**config.mk**
```make
export PLATFORM = sky130hd
export DESIGN_NAME = cpu_system
export DESIGN_NICKNAME = d
export VERILOG_FILES = /design/src/logic/cpu_pkg.sv /design/src/logic/mem_bus_if.sv /design/src/logic/alu.sv /design/src/logic/regfile.sv /design/src/logic/datapath.sv /design/src/logic/controller.sv /design/src/logic/byte_memory.sv /design/src/logic/cpu_system.sv
export SDC_FILE = /design/constraint.sdc
export NUM_CORES = 2
export LEC_CHECK = 0
export BUFFER_PORTS_ARGS = -buffer_cell sky130_fd_sc_hd__buf_2
export CAP_MARGIN = 15
export CORE_ASPECT_RATIO = 1.4
export CORE_UTILIZATION = 58
export DETAILED_ROUTE_END_ITERATION = 7
export PLACE_DENSITY = 0.75
export SLEW_MARGIN = 20
export SYNTH_ARGS = -nofsm -noshare
export SYNTH_HDL_FRONTEND = slang
export SYNTH_SLANG_ARGS = --single-unit
```
**constraint.sdc**
```tcl
create_clock -name clk -period 9 [get_ports clk]
set_input_delay 0.9 -clock clk [delete_from_list [all_inputs] [get_ports clk]]
set_output_delay 0.9 -clock clk [all_outputs]
set_load 0.01 [all_outputs]
```
**src/logic/cpu_pkg.sv**
```systemverilog
// Shared widths, opcodes, ALU codes, controller states and mux selects for the 8-bit core
package cpu_pkg;

   // Fixed by the instruction encoding
   localparam int data_width  = 8;
   localparam int regbits     = 3;
   localparam int instr_width = 32;

   // Cycles the memory waits before answering a request
   localparam int mem_wait = 2;

   typedef enum logic [5:0] {
      op_rtype = 6'b000000,
      op_j     = 6'b000010,
      op_beq   = 6'b000100,
      op_addi  = 6'b001000,
      op_lb    = 6'b100000,
      op_sb    = 6'b101000,
      op_halt  = 6'b111111
   } opcode_t;

   // R-type function field
   localparam logic [5:0] funct_add = 6'b100000;
   localparam logic [5:0] funct_sub = 6'b100010;
   localparam logic [5:0] funct_and = 6'b100100;
   localparam logic [5:0] funct_or  = 6'b100101;
   localparam logic [5:0] funct_slt = 6'b101010;

   typedef enum logic [2:0] {
      alu_and = 3'b000,
      alu_or  = 3'b001,
      alu_add = 3'b010,
      alu_sub = 3'b110,
      alu_slt = 3'b111
   } alu_op_t;

   typedef enum logic [3:0] {
      fetch1, fetch2, fetch3, fetch4,
      decode, memadr, memrd, memwb, memwr,
      rtype_ex, rtype_wb, addi_wb, beq_ex, j_ex, halt_st
   } ctrl_state_t;

   // Next pc source
   localparam logic [1:0] pc_from_alu    = 2'd0;
   localparam logic [1:0] pc_from_aluout = 2'd1;
   localparam logic [1:0] pc_from_jump   = 2'd2;

   // ALU operand b source
   localparam logic [1:0] src_b_reg  = 2'd0;
   localparam logic [1:0] src_b_one  = 2'd1;
   localparam logic [1:0] src_b_imm  = 2'd2;
   localparam logic [1:0] src_b_imm4 = 2'd3;

endpackage

```
**src/logic/mem_bus_if.sv**
```systemverilog
// Four-phase req/ack memory bus between the core and the byte memory
`timescale 1ns/1ps

interface mem_bus_if;
   import cpu_pkg::*;

   logic                  req;
   logic                  ack;
   logic                  we;
   logic [data_width-1:0] adr;
   logic [data_width-1:0] wdata;
   // Valid while ack is high on a read
   logic [data_width-1:0] rdata;

   modport core (output req, we, adr, wdata, input ack, rdata);
   modport mem  (input req, we, adr, wdata, output ack, rdata);

endinterface

```
**src/logic/alu.sv**
```systemverilog
// Combinational ALU with zero flag, used by the datapath for all arithmetic
`timescale 1ns/1ps

module alu (
   input  logic [cpu_pkg::data_width-1:0] a,
   input  logic [cpu_pkg::data_width-1:0] b,
   input  cpu_pkg::alu_op_t               alucont,
   output logic [cpu_pkg::data_width-1:0] result,
   output logic                           zero
);
   import cpu_pkg::*;

   logic [data_width-1:0] sum;
   logic [data_width-1:0] diff;
   logic                  less;

   assign sum  = a + b;
   assign diff = a - b;
   // Signed compare, immune to wrap in the subtraction
   assign less = $signed(a) < $signed(b);

   always_comb begin
      case (alucont)
         alu_and: result = a & b;
         alu_or:  result = a | b;
         alu_sub: result = diff;
         alu_slt: result = {{(data_width-1){1'b0}}, less};
         default: result = sum;
      endcase
   end

   assign zero = (result == '0);

endmodule

```
**src/logic/regfile.sv**
```systemverilog
// Eight-entry register file, two read ports and one write port, register 0 fixed at zero
`timescale 1ns/1ps

module regfile (
   input  logic                           clk,
   input  logic                           regwrite,
   input  logic [cpu_pkg::regbits-1:0]    ra1,
   input  logic [cpu_pkg::regbits-1:0]    ra2,
   input  logic [cpu_pkg::regbits-1:0]    wa,
   input  logic [cpu_pkg::data_width-1:0] wd,
   output logic [cpu_pkg::data_width-1:0] rd1,
   output logic [cpu_pkg::data_width-1:0] rd2
);
   import cpu_pkg::*;

   logic [data_width-1:0] regs [1 << regbits];

   // Writes to register 0 are dropped
   always_ff @(posedge clk) begin
      if (regwrite && wa != '0) begin
         regs[wa] <= wd;
      end
   end

   assign rd1 = (ra1 == '0) ? '0 : regs[ra1];
   assign rd2 = (ra2 == '0) ? '0 : regs[ra2];

endmodule

```
**src/logic/datapath.sv**
```systemverilog
// Multicycle datapath with pc, instruction bytes, operand registers, regfile and ALU
`timescale 1ns/1ps

module datapath (
   input  logic                           clk,
   input  logic                           rst,
   input  logic                           iord,
   input  logic                           alusrca,
   input  logic [1:0]                     alusrcb,
   input  logic [1:0]                     pcsource,
   input  logic                           memtoreg,
   input  logic                           regdst,
   input  logic [3:0]                     irwrite,
   input  logic                           pcen,
   input  logic                           regwrite,
   input  cpu_pkg::alu_op_t               alucont,
   mem_bus_if.core                        bus,
   output cpu_pkg::opcode_t               opcode,
   output logic [5:0]                     funct,
   output logic                           zero
);
   import cpu_pkg::*;

   logic [instr_width-1:0] instr;
   logic [data_width-1:0]  pc;
   logic [data_width-1:0]  next_pc;
   logic [data_width-1:0]  md;
   logic [data_width-1:0]  a;
   logic [data_width-1:0]  b;
   logic [data_width-1:0]  aluout;
   logic [data_width-1:0]  alu_result;
   logic [data_width-1:0]  src_a;
   logic [data_width-1:0]  src_b;
   logic [data_width-1:0]  rd1;
   logic [data_width-1:0]  rd2;
   logic [data_width-1:0]  wd;
   logic [data_width-1:0]  const_x4;
   logic [regbits-1:0]     wa;

   // Instruction assembled one byte per fetch
   always_ff @(posedge clk) begin
      for (int i = 0; i < 4; i++) begin
         if (irwrite[i]) begin
            instr[i*data_width +: data_width] <= bus.rdata;
         end
      end
   end

   assign opcode = opcode_t'(instr[31:26]);
   assign funct  = instr[5:0];

   // Branch offset and jump target share the shifted low byte
   assign const_x4 = {instr[data_width-3:0], 2'b00};

   always_ff @(posedge clk) begin
      if (rst) begin
         pc <= '0;
      end else if (pcen) begin
         pc <= next_pc;
      end
   end

   // Loaded every cycle; the controller keeps their sources steady when it matters
   always_ff @(posedge clk) begin
      md     <= bus.rdata;
      a      <= rd1;
      b      <= rd2;
      aluout <= alu_result;
   end

   assign bus.adr   = iord ? aluout : pc;
   assign bus.wdata = b;

   assign wa    = regdst ? instr[11 +: regbits] : instr[16 +: regbits];
   assign wd    = memtoreg ? md : aluout;
   assign src_a = alusrca ? a : pc;

   always_comb begin
      case (alusrcb)
         src_b_reg:  src_b = b;
         src_b_one:  src_b = {{(data_width-1){1'b0}}, 1'b1};
         src_b_imm:  src_b = instr[data_width-1:0];
         default:    src_b = const_x4;
      endcase
   end

   always_comb begin
      case (pcsource)
         pc_from_aluout: next_pc = aluout;
         pc_from_jump:   next_pc = const_x4;
         default:        next_pc = alu_result;
      endcase
   end

   regfile regfile_inst (
      .clk      (clk),
      .regwrite (regwrite),
      .ra1      (instr[21 +: regbits]),
      .ra2      (instr[16 +: regbits]),
      .wa       (wa),
      .wd       (wd),
      .rd1      (rd1),
      .rd2      (rd2)
   );

   alu alu_inst (
      .a       (src_a),
      .b       (src_b),
      .alucont (alucont),
      .result  (alu_result),
      .zero    (zero)
   );

   // Write-back never overlaps fetch or a pc update
   assert property (@(posedge clk) disable iff (rst)
      regwrite |-> !(pcen || (|irwrite)));

endmodule

```
**src/logic/controller.sv**
```systemverilog
// Multicycle controller FSM that decodes opcodes and runs the four-phase memory handshake
`timescale 1ns/1ps

module controller (
   input  logic                  clk,
   input  logic                  rst,
   input  cpu_pkg::opcode_t      opcode,
   input  logic [5:0]            funct,
   input  logic                  zero,
   mem_bus_if.core               bus,
   output logic                  iord,
   output logic                  alusrca,
   output logic [1:0]            alusrcb,
   output logic [1:0]            pcsource,
   output logic                  memtoreg,
   output logic                  regdst,
   output logic [3:0]            irwrite,
   output logic                  pcen,
   output logic                  regwrite,
   output cpu_pkg::alu_op_t      alucont,
   output logic                  halted
);
   import cpu_pkg::*;

   // Memory access phases: idle, req up waiting for ack, ack seen waiting for ack low
   typedef enum logic [1:0] {ph_idle, ph_wait, ph_drop} phase_t;

   ctrl_state_t state;
   ctrl_state_t state_next;
   phase_t      phase;
   alu_op_t     funct_op;
   logic        mem_state;
   logic        ack_edge;
   logic        access_done;

   assign mem_state   = state inside {fetch1, fetch2, fetch3, fetch4, memrd, memwr};
   assign ack_edge    = (phase == ph_wait) && bus.ack;
   assign access_done = (phase == ph_drop) && !bus.ack;

   always_ff @(posedge clk) begin
      if (rst) begin
         state   <= fetch1;
         phase   <= ph_idle;
         bus.req <= 1'b0;
      end else begin
         state <= state_next;
         case (phase)
            ph_idle: begin
               if (mem_state && !bus.ack) begin
                  bus.req <= 1'b1;
                  phase   <= ph_wait;
               end
            end
            ph_wait: begin
               if (bus.ack) begin
                  bus.req <= 1'b0;
                  phase   <= ph_drop;
               end
            end
            default: begin
               if (!bus.ack) begin
                  phase <= ph_idle;
               end
            end
         endcase
      end
   end

   assign bus.we = (state == memwr);
   assign halted = (state == halt_st);

   always_comb begin
      state_next = state;
      case (state)
         fetch1:   if (access_done) state_next = fetch2;
         fetch2:   if (access_done) state_next = fetch3;
         fetch3:   if (access_done) state_next = fetch4;
         fetch4:   if (access_done) state_next = decode;
         decode: begin
            case (opcode)
               op_lb, op_sb, op_addi: state_next = memadr;
               op_rtype:              state_next = rtype_ex;
               op_beq:                state_next = beq_ex;
               op_j:                  state_next = j_ex;
               op_halt:               state_next = halt_st;
               // Unknown opcode is skipped
               default:               state_next = fetch1;
            endcase
         end
         memadr: begin
            case (opcode)
               op_lb:   state_next = memrd;
               op_sb:   state_next = memwr;
               default: state_next = addi_wb;
            endcase
         end
         memrd:    if (access_done) state_next = memwb;
         memwr:    if (access_done) state_next = fetch1;
         rtype_ex: state_next = rtype_wb;
         halt_st:  state_next = halt_st;
         default:  state_next = fetch1;
      endcase
   end

   always_comb begin
      case (funct)
         funct_sub: funct_op = alu_sub;
         funct_and: funct_op = alu_and;
         funct_or:  funct_op = alu_or;
         funct_slt: funct_op = alu_slt;
         default:   funct_op = alu_add;
      endcase
   end

   always_comb begin
      iord     = 1'b0;
      alusrca  = 1'b0;
      alusrcb  = src_b_one;
      pcsource = pc_from_alu;
      memtoreg = 1'b0;
      regdst   = 1'b0;
      irwrite  = 4'b0000;
      pcen     = 1'b0;
      regwrite = 1'b0;
      alucont  = alu_add;
      case (state)
         // Byte captured on ack, pc bumped once the access closes
         fetch1: begin irwrite[0] = ack_edge; pcen = access_done; end
         fetch2: begin irwrite[1] = ack_edge; pcen = access_done; end
         fetch3: begin irwrite[2] = ack_edge; pcen = access_done; end
         fetch4: begin irwrite[3] = ack_edge; pcen = access_done; end
         // Branch target computed ahead of time
         decode:  alusrcb = src_b_imm4;
         memadr: begin
            alusrca = 1'b1;
            alusrcb = src_b_imm;
         end
         // Address recomputed each cycle so aluout holds during the access
         memrd, memwr: begin
            iord    = 1'b1;
            alusrca = 1'b1;
            alusrcb = src_b_imm;
         end
         memwb: begin
            memtoreg = 1'b1;
            regwrite = 1'b1;
         end
         rtype_ex: begin
            alusrca = 1'b1;
            alusrcb = src_b_reg;
            alucont = funct_op;
         end
         rtype_wb: begin
            regdst   = 1'b1;
            regwrite = 1'b1;
         end
         addi_wb:  regwrite = 1'b1;
         beq_ex: begin
            alusrca  = 1'b1;
            alusrcb  = src_b_reg;
            alucont  = alu_sub;
            pcsource = pc_from_aluout;
            pcen     = zero;
         end
         j_ex: begin
            pcsource = pc_from_jump;
            pcen     = 1'b1;
         end
         default: ;
      endcase
   end

   // A new request waits until the memory has dropped ack
   assert property (@(posedge clk) disable iff (rst) $rose(bus.req) |-> !bus.ack);

endmodule

```
**src/logic/byte_memory.sv**
```systemverilog
// 256-byte memory on the four-phase bus, loaded under reset and reporting every write
`timescale 1ns/1ps

module byte_memory (
   input  logic                           clk,
   input  logic                           rst,
   input  logic                           load_we,
   input  logic [cpu_pkg::data_width-1:0] load_adr,
   input  logic [cpu_pkg::data_width-1:0] load_data,
   mem_bus_if.mem                         bus,
   output logic                           store_valid,
   output logic [cpu_pkg::data_width-1:0] store_adr,
   output logic [cpu_pkg::data_width-1:0] store_data
);
   import cpu_pkg::*;

   logic [data_width-1:0]        mem [1 << data_width];
   logic [$clog2(mem_wait+1)-1:0] cnt;
   logic                          respond;
   logic                          write_now;

   // Answer after the wait count on a pending request
   assign respond   = !rst && bus.req && !bus.ack && (cnt == ($bits(cnt))'(mem_wait - 1));
   assign write_now = respond && bus.we;

   always_ff @(posedge clk) begin
      if (rst) begin
         bus.ack <= 1'b0;
         cnt     <= '0;
      end else if (bus.req && !bus.ack) begin
         if (respond) begin
            bus.ack <= 1'b1;
            cnt     <= '0;
         end else begin
            cnt <= cnt + 1'b1;
         end
      end else if (!bus.req && bus.ack) begin
         bus.ack <= 1'b0;
      end
   end

   // Loader only while reset is held
   always_ff @(posedge clk) begin
      if (rst && load_we) begin
         mem[load_adr] <= load_data;
      end else if (write_now) begin
         mem[bus.adr] <= bus.wdata;
      end
   end

   // Read data held until the next read answer
   always_ff @(posedge clk) begin
      if (respond && !bus.we) begin
         bus.rdata <= mem[bus.adr];
      end
      if (write_now) begin
         store_adr  <= bus.adr;
         store_data <= bus.wdata;
      end
   end

   always_ff @(posedge clk) begin
      if (rst) begin
         store_valid <= 1'b0;
      end else begin
         store_valid <= write_now;
      end
   end

   assert property (@(posedge clk) disable iff (rst) $rose(bus.ack) |-> bus.req);

endmodule

```
**src/logic/cpu_system.sv**
```systemverilog
// Top level joining controller, datapath and byte memory, with load and store ports
`timescale 1ns/1ps

module cpu_system (
   input  logic                           clk,
   input  logic                           rst,
   input  logic                           load_we,
   input  logic [cpu_pkg::data_width-1:0] load_adr,
   input  logic [cpu_pkg::data_width-1:0] load_data,
   output logic                           store_valid,
   output logic [cpu_pkg::data_width-1:0] store_adr,
   output logic [cpu_pkg::data_width-1:0] store_data,
   output logic                           halted
);
   import cpu_pkg::*;

   logic       iord;
   logic       alusrca;
   logic       memtoreg;
   logic       regdst;
   logic       pcen;
   logic       regwrite;
   logic       zero;
   logic [1:0] alusrcb;
   logic [1:0] pcsource;
   logic [3:0] irwrite;
   logic [5:0] funct;
   alu_op_t    alucont;
   opcode_t    opcode;

   mem_bus_if bus ();

   controller controller_inst (
      .clk (clk), .rst (rst), .opcode (opcode), .funct (funct), .zero (zero), .bus (bus),
      .iord (iord), .alusrca (alusrca), .alusrcb (alusrcb), .pcsource (pcsource),
      .memtoreg (memtoreg), .regdst (regdst), .irwrite (irwrite), .pcen (pcen),
      .regwrite (regwrite), .alucont (alucont), .halted (halted)
   );

   datapath datapath_inst (
      .clk (clk), .rst (rst), .iord (iord), .alusrca (alusrca), .alusrcb (alusrcb),
      .pcsource (pcsource), .memtoreg (memtoreg), .regdst (regdst), .irwrite (irwrite),
      .pcen (pcen), .regwrite (regwrite), .alucont (alucont), .bus (bus),
      .opcode (opcode), .funct (funct), .zero (zero)
   );

   byte_memory byte_memory_inst (
      .clk (clk), .rst (rst), .load_we (load_we), .load_adr (load_adr),
      .load_data (load_data), .bus (bus), .store_valid (store_valid),
      .store_adr (store_adr), .store_data (store_data)
   );

endmodule

```
Yosys cells after proc, flatten, opt, wreduce, memory -nomap -nowiden
Memories as Yosys holds them, arrays and structs flattened. A register that Yosys moved wholly into a read port is not among the register bits. Index checks and enable logic that the tools add are counted.

Flip-flop bits (word level): 81. Bits in writable memories: 2112. Input bits: 19. Output and inout port bits: 18. Word-level logic and storage cells: 158. Memories kept: 2.

Memories: byte_memory_inst.mem (depth 256, width 8, rd ports 1, clocked after Yosys merged registers in 1, wr ports 1, line byte_memory.sv:17) `logic [data_width-1:0] mem [1 << data_width];`; datapath_inst.regfile_inst.regs (depth 8, width 8, rd ports 2, clocked after Yosys merged registers in 2, wr ports 1, line regfile.sv:16) `logic [data_width-1:0] regs [1 << regbits];`.

$add $sub $neg: 3. $lt $le $gt $ge: 1. Equal/unequal tests: 44. Muxes and demuxes: 51. Bitwise operators: 2. Reduce and logical (&&, ||, !) cells: 40.

Operators with widths (number): $eq 6x6->1 const B (7); $mux 8 (5); $pmux 4 s10 (1); $pmux 8 s4 (1); $eq 4x4->1 const B (7); $mux 4 (6); $pmux 8 s3 (1); $mux 1 (22); $pmux 4 s5 (1); $eq 4x3->1 const B (4); $ne 2x1->1 const B (8); $pmux 8 s2 (1); $logic_and 1x1->1 (12); $pmux 3 s4 (1); $logic_not 3->1 (3); $reduce_or 3->1 (3); $add 8x8->8 (1); $and 8x8->8 (1); $eq 2x1->1 const B (4); $eq 4x2->1 const B (2); $logic_not 8->1 (1); $lt 8x8->1 (1); $mux 2 (4); $or 8x8->8 (1); 32 further kinds (43).

Logic depth before layout (Yosys ltp)
Depth after elaboration: 10. Mapped depth: 20. Gate-level depth less buffers: 18.

Least setup slack after synthesis
OpenSTA, ideal clock, no wires.

Kind: input-to-reg. Start point: input port rst. End point: memory byte_memory_inst.mem[0][0], data pin. Library setup time: 0.820 ns. Arrival: 5.710 ns. Data required time: 8.180 ns. Path slack: 2.469 ns. Stages: 7. Path buffers: 2. Cell sequence: or3_1 > or2_2 > clkbuf_1 > inv_1 > buf_1 > nand2_1 > nand2_1.

Cells in the longest elaborated chain, start to end: 10. Elaborated cells on any way between the ends: 11. Those cells by class: mux (4); reduce/logical (7).

Ends and longest elaborated chain: start: declaration (line cpu_system.sv:6) `input logic rst,`; $logic_not 1->1 (line byte_memory.sv:23) `assign respond = !rst && bus.req && !bus.ack && (cnt == ($bits(cnt))'(mem_wait - 1));`; $logic_and 1x1->1 (3 in a row) (line byte_memory.sv:23); $logic_and 1x1->1 (line byte_memory.sv:24) `assign write_now = respond && bus.we;`; via byte_memory_inst.write_now (line byte_memory.sv:20) `logic write_now;`; $mux 1 (line byte_memory.sv:46) `end else if (write_now) begin`; $mux 1 (line byte_memory.sv:44) `if (rst && load_we) begin`; $mux 1 (implied by the code) (line byte_memory.sv:47) `mem[bus.adr] <= bus.wdata;`; $reduce_or 8->1 (no source line); $mux 8 (no source line); end: declaration (line byte_memory.sv:17).

The timed path passes the listed nets, and every way through them passes these cells.

Worst setup path after layout
Start point: register controller_inst.state[2]. End point: register byte_memory_inst.bus.rdata[6] (read register of byte_memory_inst.mem), data pin.

Cells in the longest elaborated chain, start to end: 4. Elaborated cells on any way between the ends: 7. Those cells by class: eq/ne (2); mux (2); reduce/logical (3).

Ends and longest elaborated chain: start: declaration (line controller.sv:28) `ctrl_state_t state;`; start signal: assignment (line controller.sv:42) `state <= fetch1;`; start signal: assignment (line controller.sv:46) `state <= state_next;`; $eq 4x3->1 / $eq 4x4->1 (equally long branches) (line controller.sv:126, controller.sv:69); $reduce_or 2->1; $mux 1 (line controller.sv:126) `case (state)`; $mux 8 (line datapath.sv:71) `assign bus.adr = iord ? aluout : pc;`; end: declaration (line mem_bus_if.sv:16) `modport mem (input req, we, adr, wdata, output ack, rdata);`.

Several ways; a longest one is shown, not always the timed one. A chain may end at the register's enable or synchronous reset.

==> implementation parameters <==
Parameter                              Value

Outcome
  Run status ... finished with violations
  Failing checks ... DRC

STA
  Worst Max-Slew Pin Slew ... 1.22 ns
  Worst-case hold slack ... 0.492 ns
  Final period util ... 0.771
  Worst-case clock skew ... 0.0427 ns
  Endpoints failing hold ... 0
  Setup Viol. Count Final ... 0
  Post-layout min period ... 6.94 ns
  RSZ-0062 raised after global routing ... false
  Slack of the critical path ... 2.06 ns
  Maximum clock frequency ... 144 MHz
  Headroom to the max-slew limit ... 0.172
  Total negative slack for setup checks ... 0 ns
  Number of max-slew violations in the final report ... 0

Global route
  Gr usage total ... 0.316
  Leftover overflow at the end of global routing ... 0
  Maximum number of pins on one net before global-route repair ... 240
  Initial antenna violation count ... 10
  Number of global-route vias before repair ... 51840
  Global-route wire length before repair ... 353 mm

Worst setup path
  Category of cells accounting for the largest share of critical-path delay ... simple AND/OR/NAND/NOR gates
  Critical path startpoint category ... register
  CP Class ... reg -> reg
  Delay contributed by the slowest stage of the critical path ... 1.05 ns
  Number of buffer and inverter instances along the worst setup path ... 2
  Endpoint class of the critical path ... register
  Max Fanout on Critical Path ... 148
  Worst reg2reg startpoint ... controller_inst.state[2]$_SDFFE_PP0P_
  Ordered cell list for the critical path ... nand4bb_1 -> nand3_2 -> and2_4 -> clkinv_16 -> buf_4 -> mux4_2 -> o2111ai_1 -> nand3_1 -> o311ai_1 -> nor4_1
  Path depth of the worst reg2reg path ... 10
  Flop-to-flop setup slack ... 2.06 ns
  Arrival time of the worst setup path ... 7.48 ns
  Crit path max-delay cell type ... sky130_fd_sc_hd__o311ai_1
  Destination of the worst register-to-register timing path ... byte_memory_inst.bus.rdata[6]$_DFFE_PP_
  Data required, critical path ... 9.54 ns

Clocking
  Post-CTS setup buffer count ... 0
  Number of sinks on the clock net ... 2206
  Clk root buf ... sky130_fd_sc_hd__clkbuf_16
  Inserted Clock Buffers ... 185
  Number of cells upsized or downsized after cts ... 0
  Clock-pin transition on the worst setup and hold timing paths ... 0.07 ns
  Clock insertion delay at the later pin of the skew report ... 0.86 ns
  Clock tree from TritonCTS ... done
  Post-CTS Hold Fix Bufs ... 0
  Max H-tree Level ... 4
  CTS Buffer Depth ... 3

Placed design
  # port buffers ... 36
  Pre-CTS worst setup slack ... 2.26 ns
  Final weighted congestion in routability-driven placement ... 0.922
  Hpwl dp ... 146 mm
  Inst Count DP ... 7423
  Cell Area, Placed ... 0.0909 sq mm

Worst hold path
  WHS Endpoint ... byte_memory_inst.cnt[0]$_SDFFE_PP0P_
  Hold Crit Class ... in -> reg
  Worst Min Path Start ... rst
  Number of cells traversed by the worst hold path ... 2

Route
  Via density ... 6.83
  Count of TritonRoute iterations in the first routing pass ... 8
  Via count ... 53036
  Post-detailed-route wirelength per cell ... 31.5 um
  Detailed Route WL ... 244 mm
  Remaining antenna violation count after routing ... 0
  Drc violations ... 2
  1st-iter DRT viols ... 7807

Synth
  Area of the mapped netlist ... 0.0890 sq mm
  Main synth FF type ... sky130_fd_sc_hd__edfxtp_1
  Most frequent cell after synthesis ... sky130_fd_sc_hd__edfxtp_1
  Mean cell area of the mapped netlist ... 15.7 sq um
  Largest area contributor in the synthesized netlist ... sky130_fd_sc_hd__edfxtp_1
  Number of synthesized flops with an enable pin ... 2155
  Share of flip-flops with an asynchronous set or reset ... 0
  Seq cells post-synth ... 2206
  Sequential area share after synthesis ... 0.739
  Number of warning messages in the yosys log ... 0
  Number of unique standard cell types used by synthesis ... 100
  Leading post-synthesis cells by cell area ... sky130_fd_sc_hd__edfxtp_1 73%, sky130_fd_sc_hd__mux4_2 5.7%, sky130_fd_sc_hd__nand2_1 3.9%
  Post-Syn Instances ... 5678
  Top cell types by occurrence after synthesis ... 2155 x sky130_fd_sc_hd__edfxtp_1, 913 x sky130_fd_sc_hd__nand2_1, 363 x sky130_fd_sc_hd__nor2_1
  Top cell type's share of synthesized area ... 0.727

Die
  Y dimension of the die ... 465 um
  Number of rows created at floorplan ... 169
  Area enclosed by the die boundary ... 0.155 sq mm
  Die outline width ... 333 um
  Starting density of the core ... 0.586
  Placeable core area ... 0.152 sq mm
  Count of boundary I/O pins ... 37

Power
  Final total power ... 19.4 mW
  Peak supply drop ... 0.145 mV
  Static power due to leakage ... 30.1 nW
  Power density over cell area ... 201 mW/mm^2

Layout
  Share of cells above drive strength 1 ... 0.124
  Number of standard cells in the final layout excluding fillers ... 7770
  Post-synthesis to final-layout area growth ... 8.77%
  Core Util, Final ... 0.637
  Final Net Count ... 5693
  Post-route design area ... 0.0968 sq mm

Run
  Maximum Capacitance Violations ... 0
## area by class of cell
class / count / area [sq um]
Antenna cell: 5 / 12.5
Timing Repair Buffer: 129 / 1110
Sequential cell: 2206 / 65700
Fill cell: 10266 / 55100
Tap cell: 1966 / 2460
Clock buffer: 230 / 4820
Inverter: 47 / 215
Multi-Input combinational cell: 3076 / 21400
Clock inverter: 111 / 1010
## power by group
part	leakage (nW)	internal (mW)	switching [mW]	total, mW
clock network	2.85	4.13	3.68	7.82
registers	19.8	11.3	0.00841	11.3
logic	7.49	0.0615	0.283	0.344
total	30.1	15.5	3.98	19.4
## sequential cells by signal, indices dropped and copies added, names as in the netlist
signal and cells:
datapath_inst.instr 23, controller_inst.phase 2, byte_memory_inst.store_valid 1, byte_memory_inst.store_adr 8, datapath_inst.regfile_inst.regs 60, datapath_inst.md 8
datapath_inst.aluout 8, byte_memory_inst.mem 2048, byte_memory_inst.bus.ack 1, controller_inst.bus.req 1, byte_memory_inst.bus.rdata 8, byte_memory_inst.cnt 2
datapath_inst.pc 8, datapath_inst.a 8, controller_inst.state 4, byte_memory_inst.store_data 8, datapath_inst.bus.wdata 8
## routing by layer
layer  wire length (um)  global-route usage
met3              27100              0.0616
met1              82200               0.397
met4              18000               0.203
met5                 87                   0
met2             117000               0.504
## cells by family after synthesis
group                    share of synthesized area
AO/OA/AOI/OAI                               0.0626
multiplexers                                0.0826
flip-flops                                   0.739
adder cells (fa/ha/maj)                    0.00425
other                                    0.0000422
XOR/XNOR                                  0.000394
AND/OR/NAND/NOR                             0.0886
buffers and inverters                       0.0226
## worst reg2reg max path, stage by stage (launching register included)
cell and delay, ns:
sky130_fd_sc_hd__dfxtp_1 0.89, sky130_fd_sc_hd__nand4bb_1 0.67, sky130_fd_sc_hd__nand3_2 0.66, sky130_fd_sc_hd__and2_4 0.75
sky130_fd_sc_hd__clkinv_16 0.60, sky130_fd_sc_hd__buf_4 0.52, sky130_fd_sc_hd__mux4_2 0.54, sky130_fd_sc_hd__o2111ai_1 0.57
sky130_fd_sc_hd__nand3_1 0.30, sky130_fd_sc_hd__o311ai_1 1.05, sky130_fd_sc_hd__nor4_1 0.08
## layout by cell type, fill, tap and decap left out, types with 36 or more instances in the layout
cell	instances
sky130_fd_sc_hd__nand3_1	214
sky130_fd_sc_hd__and3_1	91
sky130_fd_sc_hd__buf_4	75
sky130_fd_sc_hd__nor2_1	361
sky130_fd_sc_hd__a211oi_1	96
sky130_fd_sc_hd__clkinv_2	39
sky130_fd_sc_hd__mux2i_1	186
sky130_fd_sc_hd__mux4_2	226
sky130_fd_sc_hd__clkbuf_16	186
sky130_fd_sc_hd__buf_2	36
sky130_fd_sc_hd__inv_1	39
sky130_fd_sc_hd__a22oi_1	60
sky130_fd_sc_hd__clkinv_1	42
sky130_fd_sc_hd__a21oi_1	177
sky130_fd_sc_hd__nand4_1	50
sky130_fd_sc_hd__clkbuf_1	42
sky130_fd_sc_hd__dfxtp_1	51
sky130_fd_sc_hd__a32oi_1	53
sky130_fd_sc_hd__o21ai_0	66
sky130_fd_sc_hd__nand2_1	905
sky130_fd_sc_hd__nor3_1	36
sky130_fd_sc_hd__a31oi_1	87
sky130_fd_sc_hd__edfxtp_1	2155
## worst max path at each step
stage	from	to	slack, ns	cells past startpoint
floorplan	rst	byte_memory_inst.mem[0][0]$_DFFE_PP_	2.47	7
global placement	controller_inst.state[2]$_SDFFE_PP0P_	byte_memory_inst.bus.rdata[3]$_DFFE_PP_	2.11	11
detailed placement	controller_inst.state[2]$_SDFFE_PP0P_	byte_memory_inst.bus.rdata[6]$_DFFE_PP_	2.26	10
CTS	controller_inst.state[2]$_SDFFE_PP0P_	byte_memory_inst.bus.rdata[6]$_DFFE_PP_	2.24	10
global route	controller_inst.state[2]$_SDFFE_PP0P_	byte_memory_inst.bus.rdata[6]$_DFFE_PP_	1.94	10
finish	controller_inst.state[2]$_SDFFE_PP0P_	byte_memory_inst.bus.rdata[6]$_DFFE_PP_	2.06	10
Power figures use the tool's default switching activity.
